`config.mk`:
```
export PLATFORM = sky130hd
export DESIGN_NAME = seg_display_top
export DESIGN_NICKNAME = d
export VERILOG_FILES = /design/src/source/seg_axi_pkg.sv /design/src/source/seg_disp_pkg.sv /design/src/source/seg_axil_slave.sv /design/src/source/seg_collect.sv /design/src/source/seg_digit.sv /design/src/source/seg_display_top.sv
export SDC_FILE = /design/constraint.sdc
export NUM_CORES = 1
export LEC_CHECK = 0
export BUFFER_PORTS_ARGS = -buffer_cell sky130_fd_sc_hd__buf_2
export CAP_MARGIN = 20
export CORE_MARGIN = 2
export CORE_UTILIZATION = 32
export DETAILED_ROUTE_END_ITERATION = 10
export PLACE_DENSITY = 0.53
export SLEW_MARGIN = 40
export SYNTH_ARGS = -nofsm -noshare
export SYNTH_HDL_FRONTEND = slang
export SYNTH_SLANG_ARGS = --single-unit
export TNS_END_PERCENT = 20
```
`constraint.sdc`:
```
create_clock -name clk -period 4.82 [get_ports clk]
set_clock_uncertainty 0.15 [all_clocks]
set_input_delay 0 -clock clk [delete_from_list [all_inputs] [get_ports clk]]
set_output_delay 0 -clock clk [all_outputs]
set_load 0.01 [all_outputs]
```
`src/source/seg_axi_pkg.sv`:
```
package seg_axi_pkg;

	// Bus geometry of the configuration port.
	localparam int axi_addr_w = 5;
	localparam int axi_data_w = 32;
	localparam int axi_strb_w = axi_data_w / 8;

	// Response codes.
	localparam logic [1:0] resp_okay   = 2'b00;
	localparam logic [1:0] resp_slverr = 2'b10;

	// Everything the host drives toward the slave.
	typedef struct packed {
		logic						aw_valid;
		logic [axi_addr_w-1:0]		aw_addr;
		logic						w_valid;
		logic [axi_data_w-1:0]		w_data;
		logic [axi_strb_w-1:0]		w_strb;
		logic						b_ready;
		logic						ar_valid;
		logic [axi_addr_w-1:0]		ar_addr;
		logic						r_ready;
	} axil_req_t;

	// Everything the slave drives back to the host.
	typedef struct packed {
		logic						aw_ready;
		logic						w_ready;
		logic						b_valid;
		logic [1:0]					b_resp;
		logic						ar_ready;
		logic						r_valid;
		logic [axi_data_w-1:0]		r_data;
		logic [1:0]					r_resp;
	} axil_rsp_t;

endpackage : seg_axi_pkg

```
`src/source/seg_disp_pkg.sv`:
```
package seg_disp_pkg;

	localparam int num_digits  = 6;
	localparam int digit_sel_w = 3;
	localparam int seg_w       = 7;

	// Digit n sits at byte offset 4*n, so the word index starts at address bit 2.
	localparam int reg_word_lsb = 2;

	// Same layout as bits 4:0 of the register word.
	typedef struct packed {
		logic		blank;	// Digit dark when set.
		logic [3:0]	value;
	} digit_reg_t;

	// Write command broadcast to every digit cell.
	typedef struct packed {
		logic						wr;		// One-cycle strobe.
		logic [digit_sel_w-1:0]		idx;
		digit_reg_t					data;
	} wr_cmd_t;

	// Active-low patterns, bit 0 is segment a and bit 6 is segment g.
	localparam logic [seg_w-1:0] glyph_table [16] = '{
		7'b1000000,	// 0
		7'b1111001,	// 1
		7'b0100100,	// 2
		7'b0110000,	// 3
		7'b0011001,	// 4
		7'b0010010,	// 5
		7'b0000010,	// 6
		7'b1111000,	// 7
		7'b0000000,	// 8
		7'b0010000,	// 9
		7'b0001000,	// A
		7'b0000011,	// b
		7'b1000110,	// C
		7'b0100001,	// d
		7'b0000110,	// E
		7'b0001110	// F
	};

	localparam logic [seg_w-1:0] seg_blank = 7'b1111111;

endpackage : seg_disp_pkg

```
`src/source/seg_axil_slave.sv`:
```
`timescale 1ns/1ps

module seg_axil_slave (
	input	logic								clk,
	input	logic								rst,
	input	seg_axi_pkg::axil_req_t				bus_i,
	output	seg_axi_pkg::axil_rsp_t				bus_o,
	output	seg_disp_pkg::wr_cmd_t				wr_cmd_o,
	output	logic [seg_disp_pkg::digit_sel_w-1:0]	rd_sel_o,
	input	logic [seg_axi_pkg::axi_data_w-1:0]		rd_word_i
);

	import seg_axi_pkg::*;
	import seg_disp_pkg::*;

	typedef enum logic [2:0] {
		st_idle,
		st_wdata,
		st_wresp,
		st_rresp,
		st_fault
	} state_t;

	state_t state, nxt_state;

	logic aw_hs, w_hs, b_hs, ar_hs, r_hs;

	logic [axi_addr_w-1:0]	aw_addr_q;
	logic [axi_addr_w-1:0]	ar_addr_q;
	logic [axi_addr_w-1:0]	wr_addr;
	logic [digit_sel_w-1:0]	wr_sel;
	logic					wr_mapped;
	logic					rd_mapped;

	logic					wr_pulse;
	logic [digit_sel_w-1:0]	cmd_idx;
	digit_reg_t				cmd_data;
	logic [1:0]				b_resp_q;

	// Ready and valid outputs follow the state register and the host's valids.
	always_comb begin
		bus_o = '0;
		case (state)
			st_idle: begin
				// A pending read wins over a pending write.
				bus_o.ar_ready = bus_i.ar_valid;
				bus_o.aw_ready = !bus_i.ar_valid && bus_i.aw_valid;
				bus_o.w_ready  = !bus_i.ar_valid && bus_i.aw_valid && bus_i.w_valid;
			end
			st_wdata: begin
				bus_o.w_ready = bus_i.w_valid;
			end
			st_wresp: begin
				bus_o.b_valid = 1'b1;
				bus_o.b_resp  = b_resp_q;
			end
			st_rresp: begin
				bus_o.r_valid = 1'b1;
				bus_o.r_data  = rd_mapped ? rd_word_i : '0;
				bus_o.r_resp  = rd_mapped ? resp_okay : resp_slverr;
			end
			default: begin
				bus_o = '0;
			end
		endcase
	end

	assign aw_hs = bus_i.aw_valid && bus_o.aw_ready;
	assign w_hs  = bus_i.w_valid && bus_o.w_ready;
	assign b_hs  = bus_i.b_ready && bus_o.b_valid;
	assign ar_hs = bus_i.ar_valid && bus_o.ar_ready;
	assign r_hs  = bus_i.r_ready && bus_o.r_valid;

	always_comb begin
		nxt_state = state;
		case (state)
			st_idle: begin
				if (ar_hs)
					nxt_state = st_rresp;
				else if (w_hs)
					nxt_state = st_wresp;	// Address and data came together.
				else if (aw_hs)
					nxt_state = st_wdata;
			end
			st_wdata: begin
				if (w_hs)
					nxt_state = st_wresp;
			end
			st_wresp: begin
				if (b_hs)
					nxt_state = st_idle;
			end
			st_rresp: begin
				if (r_hs)
					nxt_state = st_idle;
			end
			st_fault: begin
				nxt_state = st_idle;
			end
			default: begin
				nxt_state = st_fault;	// Unused encodings pass through the fault state.
			end
		endcase
	end

	// In the data state the address comes from the latch, otherwise straight off the bus.
	assign wr_addr   = (state == st_wdata) ? aw_addr_q : bus_i.aw_addr;
	assign wr_sel    = wr_addr[axi_addr_w-1:reg_word_lsb];
	assign wr_mapped = wr_sel < num_digits;

	assign rd_sel_o  = ar_addr_q[axi_addr_w-1:reg_word_lsb];
	assign rd_mapped = rd_sel_o < num_digits;

	always_ff @(posedge clk, posedge rst) begin
		if (rst) begin
			state    <= st_idle;
			wr_pulse <= 1'b0;
		end else begin
			state    <= nxt_state;
			wr_pulse <= w_hs && wr_mapped && bus_i.w_strb[0];
		end
	end

	always_ff @(posedge clk) begin
		if (aw_hs)
			aw_addr_q <= bus_i.aw_addr;
		if (ar_hs)
			ar_addr_q <= bus_i.ar_addr;
		if (w_hs) begin
			cmd_idx  <= wr_sel;
			cmd_data <= bus_i.w_data[$bits(digit_reg_t)-1:0];
			b_resp_q <= wr_mapped ? resp_okay : resp_slverr;
		end
	end

	assign wr_cmd_o = '{wr: wr_pulse, idx: cmd_idx, data: cmd_data};

	a_resp_exclusive: assert property (@(posedge clk) disable iff (rst)
		!(bus_o.b_valid && bus_o.r_valid));

	// A stalled write response keeps both its valid and its code.
	a_b_hold: assert property (@(posedge clk) disable iff (rst)
		bus_o.b_valid && !bus_i.b_ready |=> bus_o.b_valid && $stable(bus_o.b_resp));

endmodule : seg_axil_slave

```
`src/source/seg_collect.sv`:
```
`timescale 1ns/1ps

module seg_collect (
	input	seg_disp_pkg::digit_reg_t				states_i [seg_disp_pkg::num_digits],
	input	logic [seg_disp_pkg::seg_w-1:0]			segs_i [seg_disp_pkg::num_digits],
	input	logic [seg_disp_pkg::digit_sel_w-1:0]	rd_sel_i,
	output	logic [31:0]							rd_word_o,
	output	logic [seg_disp_pkg::seg_w-1:0]			hex_o [seg_disp_pkg::num_digits]
);

	import seg_disp_pkg::*;

	// Read-back mux. An index past the last digit leaves the word at zero.
	always_comb begin
		rd_word_o = '0;
		for (int i = 0; i < num_digits; i++) begin
			if (rd_sel_i == digit_sel_w'(i))
				rd_word_o[$bits(digit_reg_t)-1:0] = states_i[i];
		end
	end

	always_comb begin
		for (int i = 0; i < num_digits; i++) begin
			hex_o[i] = segs_i[i];
		end
	end

endmodule : seg_collect

```
`src/source/seg_digit.sv`:
```
`timescale 1ns/1ps

module seg_digit #(
	parameter int digit_index = 0
) (
	input	logic								clk,
	input	logic								rst,
	input	seg_disp_pkg::wr_cmd_t				cmd_i,
	output	seg_disp_pkg::digit_reg_t			state_o,
	output	logic [seg_disp_pkg::seg_w-1:0]		seg_o
);

	import seg_disp_pkg::*;

	digit_reg_t	cur;
	logic		hit;

	// Only the cell whose index matches takes the broadcast command.
	assign hit = cmd_i.wr && (cmd_i.idx == digit_sel_w'(digit_index));

	always_ff @(posedge clk, posedge rst) begin
		if (rst)
			cur <= '0;	// Shows a "0" after reset.
		else if (hit)
			cur <= cmd_i.data;
	end

	assign state_o = cur;

	always_comb begin
		if (cur.blank)
			seg_o = seg_blank;
		else
			seg_o = glyph_table[cur.value];
	end

	// The slave decodes addresses, so a strobed index must name a real digit.
	a_idx_range: assert property (@(posedge clk) disable iff (rst)
		cmd_i.wr |-> cmd_i.idx < num_digits);

endmodule : seg_digit

```
`src/source/seg_display_top.sv`:
```
`timescale 1ns/1ps

module seg_display_top (
	input	logic								clk,
	input	logic								rst,
	input	seg_axi_pkg::axil_req_t				axil_i,
	output	seg_axi_pkg::axil_rsp_t				axil_o,
	output	logic [seg_disp_pkg::seg_w-1:0]		hex_o [seg_disp_pkg::num_digits]
);

	import seg_axi_pkg::*;
	import seg_disp_pkg::*;

	wr_cmd_t				wr_cmd;
	logic [digit_sel_w-1:0]	rd_sel;
	logic [axi_data_w-1:0]	rd_word;

	digit_reg_t				dig_state [num_digits];
	logic [seg_w-1:0]		dig_seg [num_digits];

	seg_axil_slave u_slave (
		.clk		(clk),
		.rst		(rst),
		.bus_i		(axil_i),
		.bus_o		(axil_o),
		.wr_cmd_o	(wr_cmd),
		.rd_sel_o	(rd_sel),
		.rd_word_i	(rd_word)
	);

	// One cell per digit, all listening to the same write command.
	for (genvar g = 0; g < num_digits; g++) begin : g_digit
		seg_digit #(
			.digit_index	(g)
		) u_digit (
			.clk		(clk),
			.rst		(rst),
			.cmd_i		(wr_cmd),
			.state_o	(dig_state[g]),
			.seg_o		(dig_seg[g])
		);
	end

	seg_collect u_collect (
		.states_i	(dig_state),
		.segs_i		(dig_seg),
		.rd_sel_i	(rd_sel),
		.rd_word_o	(rd_word),
		.hex_o		(hex_o)
	);

endmodule : seg_display_top
```
# Word-level counts from Yosys, hierarchy flattened
# Memory sizes are Yosys's and may differ from the RTL's.
# Cells that the tools add are included.
[totals] mem_count=6 reg_bits=54 romBits=672
[memory_table] name="(name not given)" words=16 width=7 read_ports=1 rd_ports_with_merged_regs=0 wr=0 line_no="seg_digit.sv:34" text="seg_o = glyph_table[cur.value];"
[memory_table] name="(name not given)" words=16 width=7 read_ports=1 rd_ports_with_merged_regs=0 wr=0 line_no="seg_digit.sv:34"
[memory_table] name="(name not given)" words=16 width=7 read_ports=1 rd_ports_with_merged_regs=0 wr=0 line_no="seg_digit.sv:34"
[memory_table] name="(name not given)" words=16 width=7 read_ports=1 rd_ports_with_merged_regs=0 wr=0 line_no="seg_digit.sv:34"
[memory_table] name="(name not given)" words=16 width=7 read_ports=1 rd_ports_with_merged_regs=0 wr=0 line_no="seg_digit.sv:34"
[memory_table] name="(name not given)" words=16 width=7 read_ports=1 rd_ports_with_merged_regs=0 wr=0 line_no="seg_digit.sv:34"
[classes] n_mux=40 n_eq_ne=18 reduce_logical=20 bitwise_logic=6 magnitude_cmp=8
[op_table] operator="$mux W7" n=18
[op_table] operator="$mux W5" n=8
[op_table] operator="$mux W35" n=1
[op_table] operator="$ge A5 B5 Y1 const B" n=6
[op_table] operator="$not A4 Y5" n=6
[op_table] operator="$mux W3" n=7
[op_table] operator="$eq A3 B2 Y1 const B" n=6
[op_table] operator="$eq A3 B3 Y1 const B" n=5
[op_table] operator="$logic_and A1 B1 Y1" n=15
[op_table] operator="$pmux W3 S5" n=1
[op_table] operator="$eq A3 B1 Y1 const B" n=3
[op_table] operator="$logic_not A3 Y1" n=3
[op_table] operator="$lt A3 B3 Y1 const B" n=2
[op_table] operator="$ne A2 B1 Y1 const B" n=3
[op_table] operator="$mux W2" n=2
[op_table] operator="$ne A4 B1 Y1 const B" n=1
[op_table] operator="$reduce_and A4 Y1" n=1
[op_table] operator="$mux W1" n=2
[op_table] operator="$pmux W1 S2" n=1
[op_table] operator="$logic_not A1 Y1" n=1

# Depth between registers and ports, before layout
[depth] ltp_word=12 depth_mapped=6

# Cells and area by module
# Synthesis repeated with hierarchy kept, for this count alone.
[hier_totals] hier_cells=527 area_unflattened_um2=4775.8
[modules_own_cells] mod="seg_axil_slave" cells_per_inst=95 area_per_inst_um2=1109.8 seq_area_each_um2=550.5 n_inst=1
[modules_own_cells] mod="seg_digit at g_digit[1].u_digit ..." cells_per_inst=57 area_per_inst_um2=480.5 seq_area_each_um2=125.1 n_inst=2
[modules_own_cells] mod="seg_digit at g_digit[3].u_digit ..." cells_per_inst=52 area_per_inst_um2=470.5 seq_area_each_um2=125.1 n_inst=2
[modules_own_cells] mod="seg_collect" cells_per_inst=105 area_per_inst_um2=805.8 seq_area_each_um2=0.0 n_inst=1
[modules_own_cells] mod="seg_digit at g_digit[4].u_digit" cells_per_inst=53 area_per_inst_um2=481.7 seq_area_each_um2=125.1 n_inst=1
[modules_own_cells] mod="seg_digit at g_digit[0].u_digit" cells_per_inst=56 area_per_inst_um2=476.7 seq_area_each_um2=125.1 n_inst=1

# Worst setup path after synthesis
# OpenSTA, ideal clock, no wires.
[synth_path] path_type="flip-flop to flip-flop" start="reg u_slave.state[2]" end="reg u_slave.b_resp_q[1], enable pin" stages_incl_launch_ff=4 path_slack_ps=2754 required_time_ps=4282 t_arrival_ps=1528 setup_ps=388 path_cell_list="dfrtp_1 -> buf_6 -> or2b_2 -> nor3_1"
[synth_between] elab_chain_len=3 elab_cells_between_ends=4
[synth_lines] item="from (decl)" line_no="seg_axil_slave.sv:24" text="state_t state, nxt_state;"
[synth_lines] item="from (signal assigned)" line_no="seg_axil_slave.sv:116" text="state <= st_idle;"
[synth_lines] item="from (signal assigned)" line_no="seg_axil_slave.sv:119" text="state <= nxt_state;"
[synth_lines] item="$eq A3 B1 Y1 or $logic_not A3 Y1 (tied branches)" line_no="seg_axil_slave.sv:43" text="case (state)"
[synth_lines] item="$pmux W1 S2 *" line_no="seg_axil_slave.sv:43"
[synth_lines] item="$logic_and A1 B1 Y1 *" line_no="seg_axil_slave.sv:69" text="assign w_hs = bus_i.w_valid && bus_o.w_ready;"
[synth_lines] item="named net u_slave.w_hs" line_no="seg_axil_slave.sv:26" text="logic aw_hs, w_hs, b_hs, ar_hs, r_hs;"
[synth_lines] item="to (signal assigned)" line_no="seg_axil_slave.sv:132" text="b_resp_q <= wr_mapped ? resp_okay : resp_slverr;"
[synth_lines] item="to (decl)" line_no="seg_axil_slave.sv:38" text="logic [1:0] b_resp_q;"
# Mark *: on every way through the listed nets, which the timed path passes. The rest lies on a longest branch.
# A chain may end at the register's enable or synchronous reset.

# Final worst setup path
[layout_path] start="reg u_slave.state[0]" end="reg u_slave.state[1]"
[layout_between] elab_chain_len=6 elab_cells_between_ends=23
[layout_lines] item="$eq A3 B1 Y1 or $logic_not A3 Y1 (tied branches)" line_no="seg_axil_slave.sv:43, seg_axil_slave.sv:76"
[layout_lines] item="$pmux W1 S2" line_no="seg_axil_slave.sv:43"
[layout_lines] item="$logic_and A1 B1 Y1" line_no="seg_axil_slave.sv:69"
[layout_lines] item="$mux W3" line_no="seg_axil_slave.sv:80" text="else if (w_hs)"
[layout_lines] item="$mux W3" line_no="seg_axil_slave.sv:78" text="if (ar_hs)"
[layout_lines] item="$pmux W3 S5" line_no="seg_axil_slave.sv:76" text="case (state)"
# Several ways; a longest one is shown, not always the timed one.

==> results.md <==
* Outcome: finished clean
* Top cell type's share of synthesized area at 20.9%
* Die ar. at 13700 um2
* Unrepaired setup endpoints after global routing: false
* Largest family of logic cells by synthesized area: compound AO/OA/AOI/OAI gates
* CP peak stage delay at 590 ps
* Final cycle utilization of the critical path at 48.7%
* Synth Warn # at 0
* Peak supply drop at 0.171 mV
* Vias in the first global route at 2919
* Max Fclk at 0.426 GHz
* Synth Area in XOR/XNOR at 0%
* Synth cell types at 48
* FF-to-FF Start: u_slave.state[0]$_DFFE_PP0P_
* LEAKAGE at 2.30 nW
* Max transition margin at 50.0%
* Largest net degree at the start of global routing at 35
* Chip height at 117 um
* Post-synthesis mux area share at 14.2%
* Layout Nets at 593
* Hpwl dp at 6640 um
* Core area at 12500 um2
* Met2 Wirelength at 4170 um
* Nature of the critical path startpoint: register
* Area growth syn-to-layout at 16.3%
* Critical Path AT at 2420 ps
* Number of routed nets with antenna violations at 0
* Synth area leaders: dfrtp_1 21%, edfxtp_1 11%, ha_1 11%, mux2_2 9.9%, buf_4 5.5%
* Fill cell count at 1285
* Final wirelength at 8980 um
* Final hold viol count at 0
* WL met3 at 413 um
* Final setup vio count at 0
* Layout cells sized above 1 at 25.7%
* Crit path max fanout at 13
* Per-cell routed wire length at 13.3 um
* Fin Setup TNS at 0 ps
* DRC at 0
* Pwr/cell area at 543 nW/um2
* Latest clock arrival within the worst-skew pair at 280 ps
* CTS root buffer: clkbuf_16
* Ant. Diodes at 0
* 1st-pass router iterations at 4
* Clk buf depth at 2
* Total clock sinks at 49
* Most common cell after layout, fill and taps aside: buf_2
* Adder-Cell Fraction of Synth Area at 11.0%
* CP endpoint kind: register
* Number of enable flip-flop cells after synthesis at 15
* Total GRT Usage at 13.4%
* Crit path capture: u_slave.state[1]$_DFFE_PP0P_
* Fraction of registers with async set/reset at 69.4%
* Most used DFF post-synth: dfrtp_1
* Cell Area, Synth at 4080 um2
* Worst min-delay path class: in -> reg
* # IOs at 136
* R2R cell count at 4
* Initial antenna violation count at 0
* Fin crit period at 2350 ps
* First-pass GRT wire length at 14700 um
* Post-Synth Simple-Gate Area at 14.5%
* CTS Buf Count at 5
* Required @ worst endpoint at 4890 ps
* Slowest stage cell, crit path: dfrtp_1
* Rows at 41
* Critical path depth at 4
* CP startpoint: u_slave.state[0]$_DFFE_PP0P_
* Top Layer Used: met4
* Pins Over Slew Limit at 0
* Clk slew on worst S/H paths at 60 ps
* Highest-count cells in the layout ignoring fill and taps: 72 x buf_2, 38 x nor2_1, 36 x mux2_2, 36 x ha_1, 35 x nand2_1
* Initial Utilization at 32.6%
* CTS tree: yes
* Max Cap Violations at 0
* Total number of vias at 3230
* Overflow after GRT at 0
* H-tree depth at 2
* Pwr Total at 2.58 mW
* Port bufs at 72
* Synth Area in Compound Gates at 17.2%
* M1 WL at 4320 um
* Die width at 117 um
* Buf/Inv on CP at 2
* CP top delay family: buffers and inverters
* Reg-to-reg endpoint: u_slave.state[1]$_DFFE_PP0P_
* Sequential area share after synthesis at 31.9%
* Routability cong. at 0.820
* Routed vias/inst at 4.77
* CP Cell Sequence: o21ai_0, dlygate4sd3_1, a221oi_1, dlygate4sd3_1
* Yosys reg bits at 49
* Worst-Margin Slew at 739 ps
* Most numerous cell on the critical path: dlygate4sd3_1
* Largest area contributor in the netlist: dfrtp_1
* Crit Path Category: reg -> reg
* Avg Synthesized Cell Area at 9.33 um2
* DRT iter0 DRCs at 184
* Worst R2R Setup Slack at 2470 ps
* Syn Inst Count at 437
final cells by class:
type | instances | area, um2 | area share (%)
clock buffer | 5 | 125 | 2.64
tap | 172 | 215 | 4.54
multi-input combinational | 335 | 2450 | 51.7
inverter | 21 | 78.8 | 1.66
sequential | 49 | 1300 | 27.4
timing repair buffer | 92 | 556 | 11.7
clock inverter | 3 | 12.5 | 0.264
per-layer routing:
layer | GRT usage (%) | vias to the layer above
met5 | 0 | -
met4 | 2.82 | 0
met3 | 2.21 | 7
met2 | 22.5 | 79
met1 | 18.4 | 1526
li1 | - | 1618
report_power, final:
group	switching [mW]	total, mW	internal, mW
Sequential	0.314	0.858	0.543
Clock	0.138	0.325	0.187
Combinational	0.674	1.39	0.718
kinds of logic (layout without fill, tap and decap cells):
family                     Yosys count  after routing
and+or+nand+nor                    115            115
adders and majority gates           36             36
other                                1             29
buffers and inverters               81            121
DFF                                 49             49
muxes                               51             51
AOI/OAI and AO/OA                  104            104
worst min path at each step:
stage | to | slack [ps] | cells after the start | from
2_1_floorplan | u_slave.ar_addr_q[2]$_DFFE_PP_ | -50 | 0 | axil_i[3]
3_3_place_gp | g_digit[2].u_digit.state_o[3]$_DFFE_PP0P_ | -30 | 3 | rst
3_5_place_dp | g_digit[2].u_digit.state_o[4]$_DFFE_PP0P_ | -20 | 3 | rst
4_1_cts | u_slave.ar_addr_q[3]$_DFFE_PP_ | 60 | 2 | axil_i[6]
5_1_grt | u_slave.ar_addr_q[3]$_DFFE_PP_ | 70 | 2 | axil_i[6]
6_report | u_slave.ar_addr_q[3]$_DFFE_PP_ | 70 | 2 | axil_i[6]
per-stage QoR:
step	worst slack (ps)	hold slack, ps	area, um2	util (%)	instances
after global routing	2320	73.2	4740	37.9	677
after global placement	2670	-25.8	4410	35.2	651
after floorplan	2750	-51.1	4180	-	465
after detailed placement	2860	-23.0	4420	35.3	651
final	2470	66.9	4740	37.9	677
after CTS	2490	62.1	4740	37.9	677
cells in the mapped netlist (3+ instances only):
cell type and count:
a221o_1 3, edfxtp_1 15, inv_1 21, o21a_1 11
nand2_1 35, nor3_1 4, or2_2 4, dfrtp_1 34
mux2_2 36, a211o_1 21, o21ai_0 28, a31oi_1 10
nor4b_1 3, nand2b_1 7, ha_1 36, o221ai_1 4
a21oi_1 17, buf_2 9, a211oi_1 4, mux2i_1 13
nor2_1 38, clkbuf_1 14, nor2b_1 8, buf_4 30
buf_1 3
repair_timing:
action / CTS / global route
resized for setup: 0 / 0
hold endpoints to repair: 51 / 0
buffers inserted: 0 / 0
hold buffers: 18 / 0
state kept, by name, summed over array words and instances, names as in the netlist:
signal,count
g_digit.u_digit.state_o,30
u_slave.ar_addr_q,3
u_slave.aw_addr_q,3
u_slave.b_resp_q,1
u_slave.cmd_idx,3
u_slave.state,3
u_slave.wr_cmd_o,5
u_slave.wr_pulse,1
(Power assumes the default switching activity.)
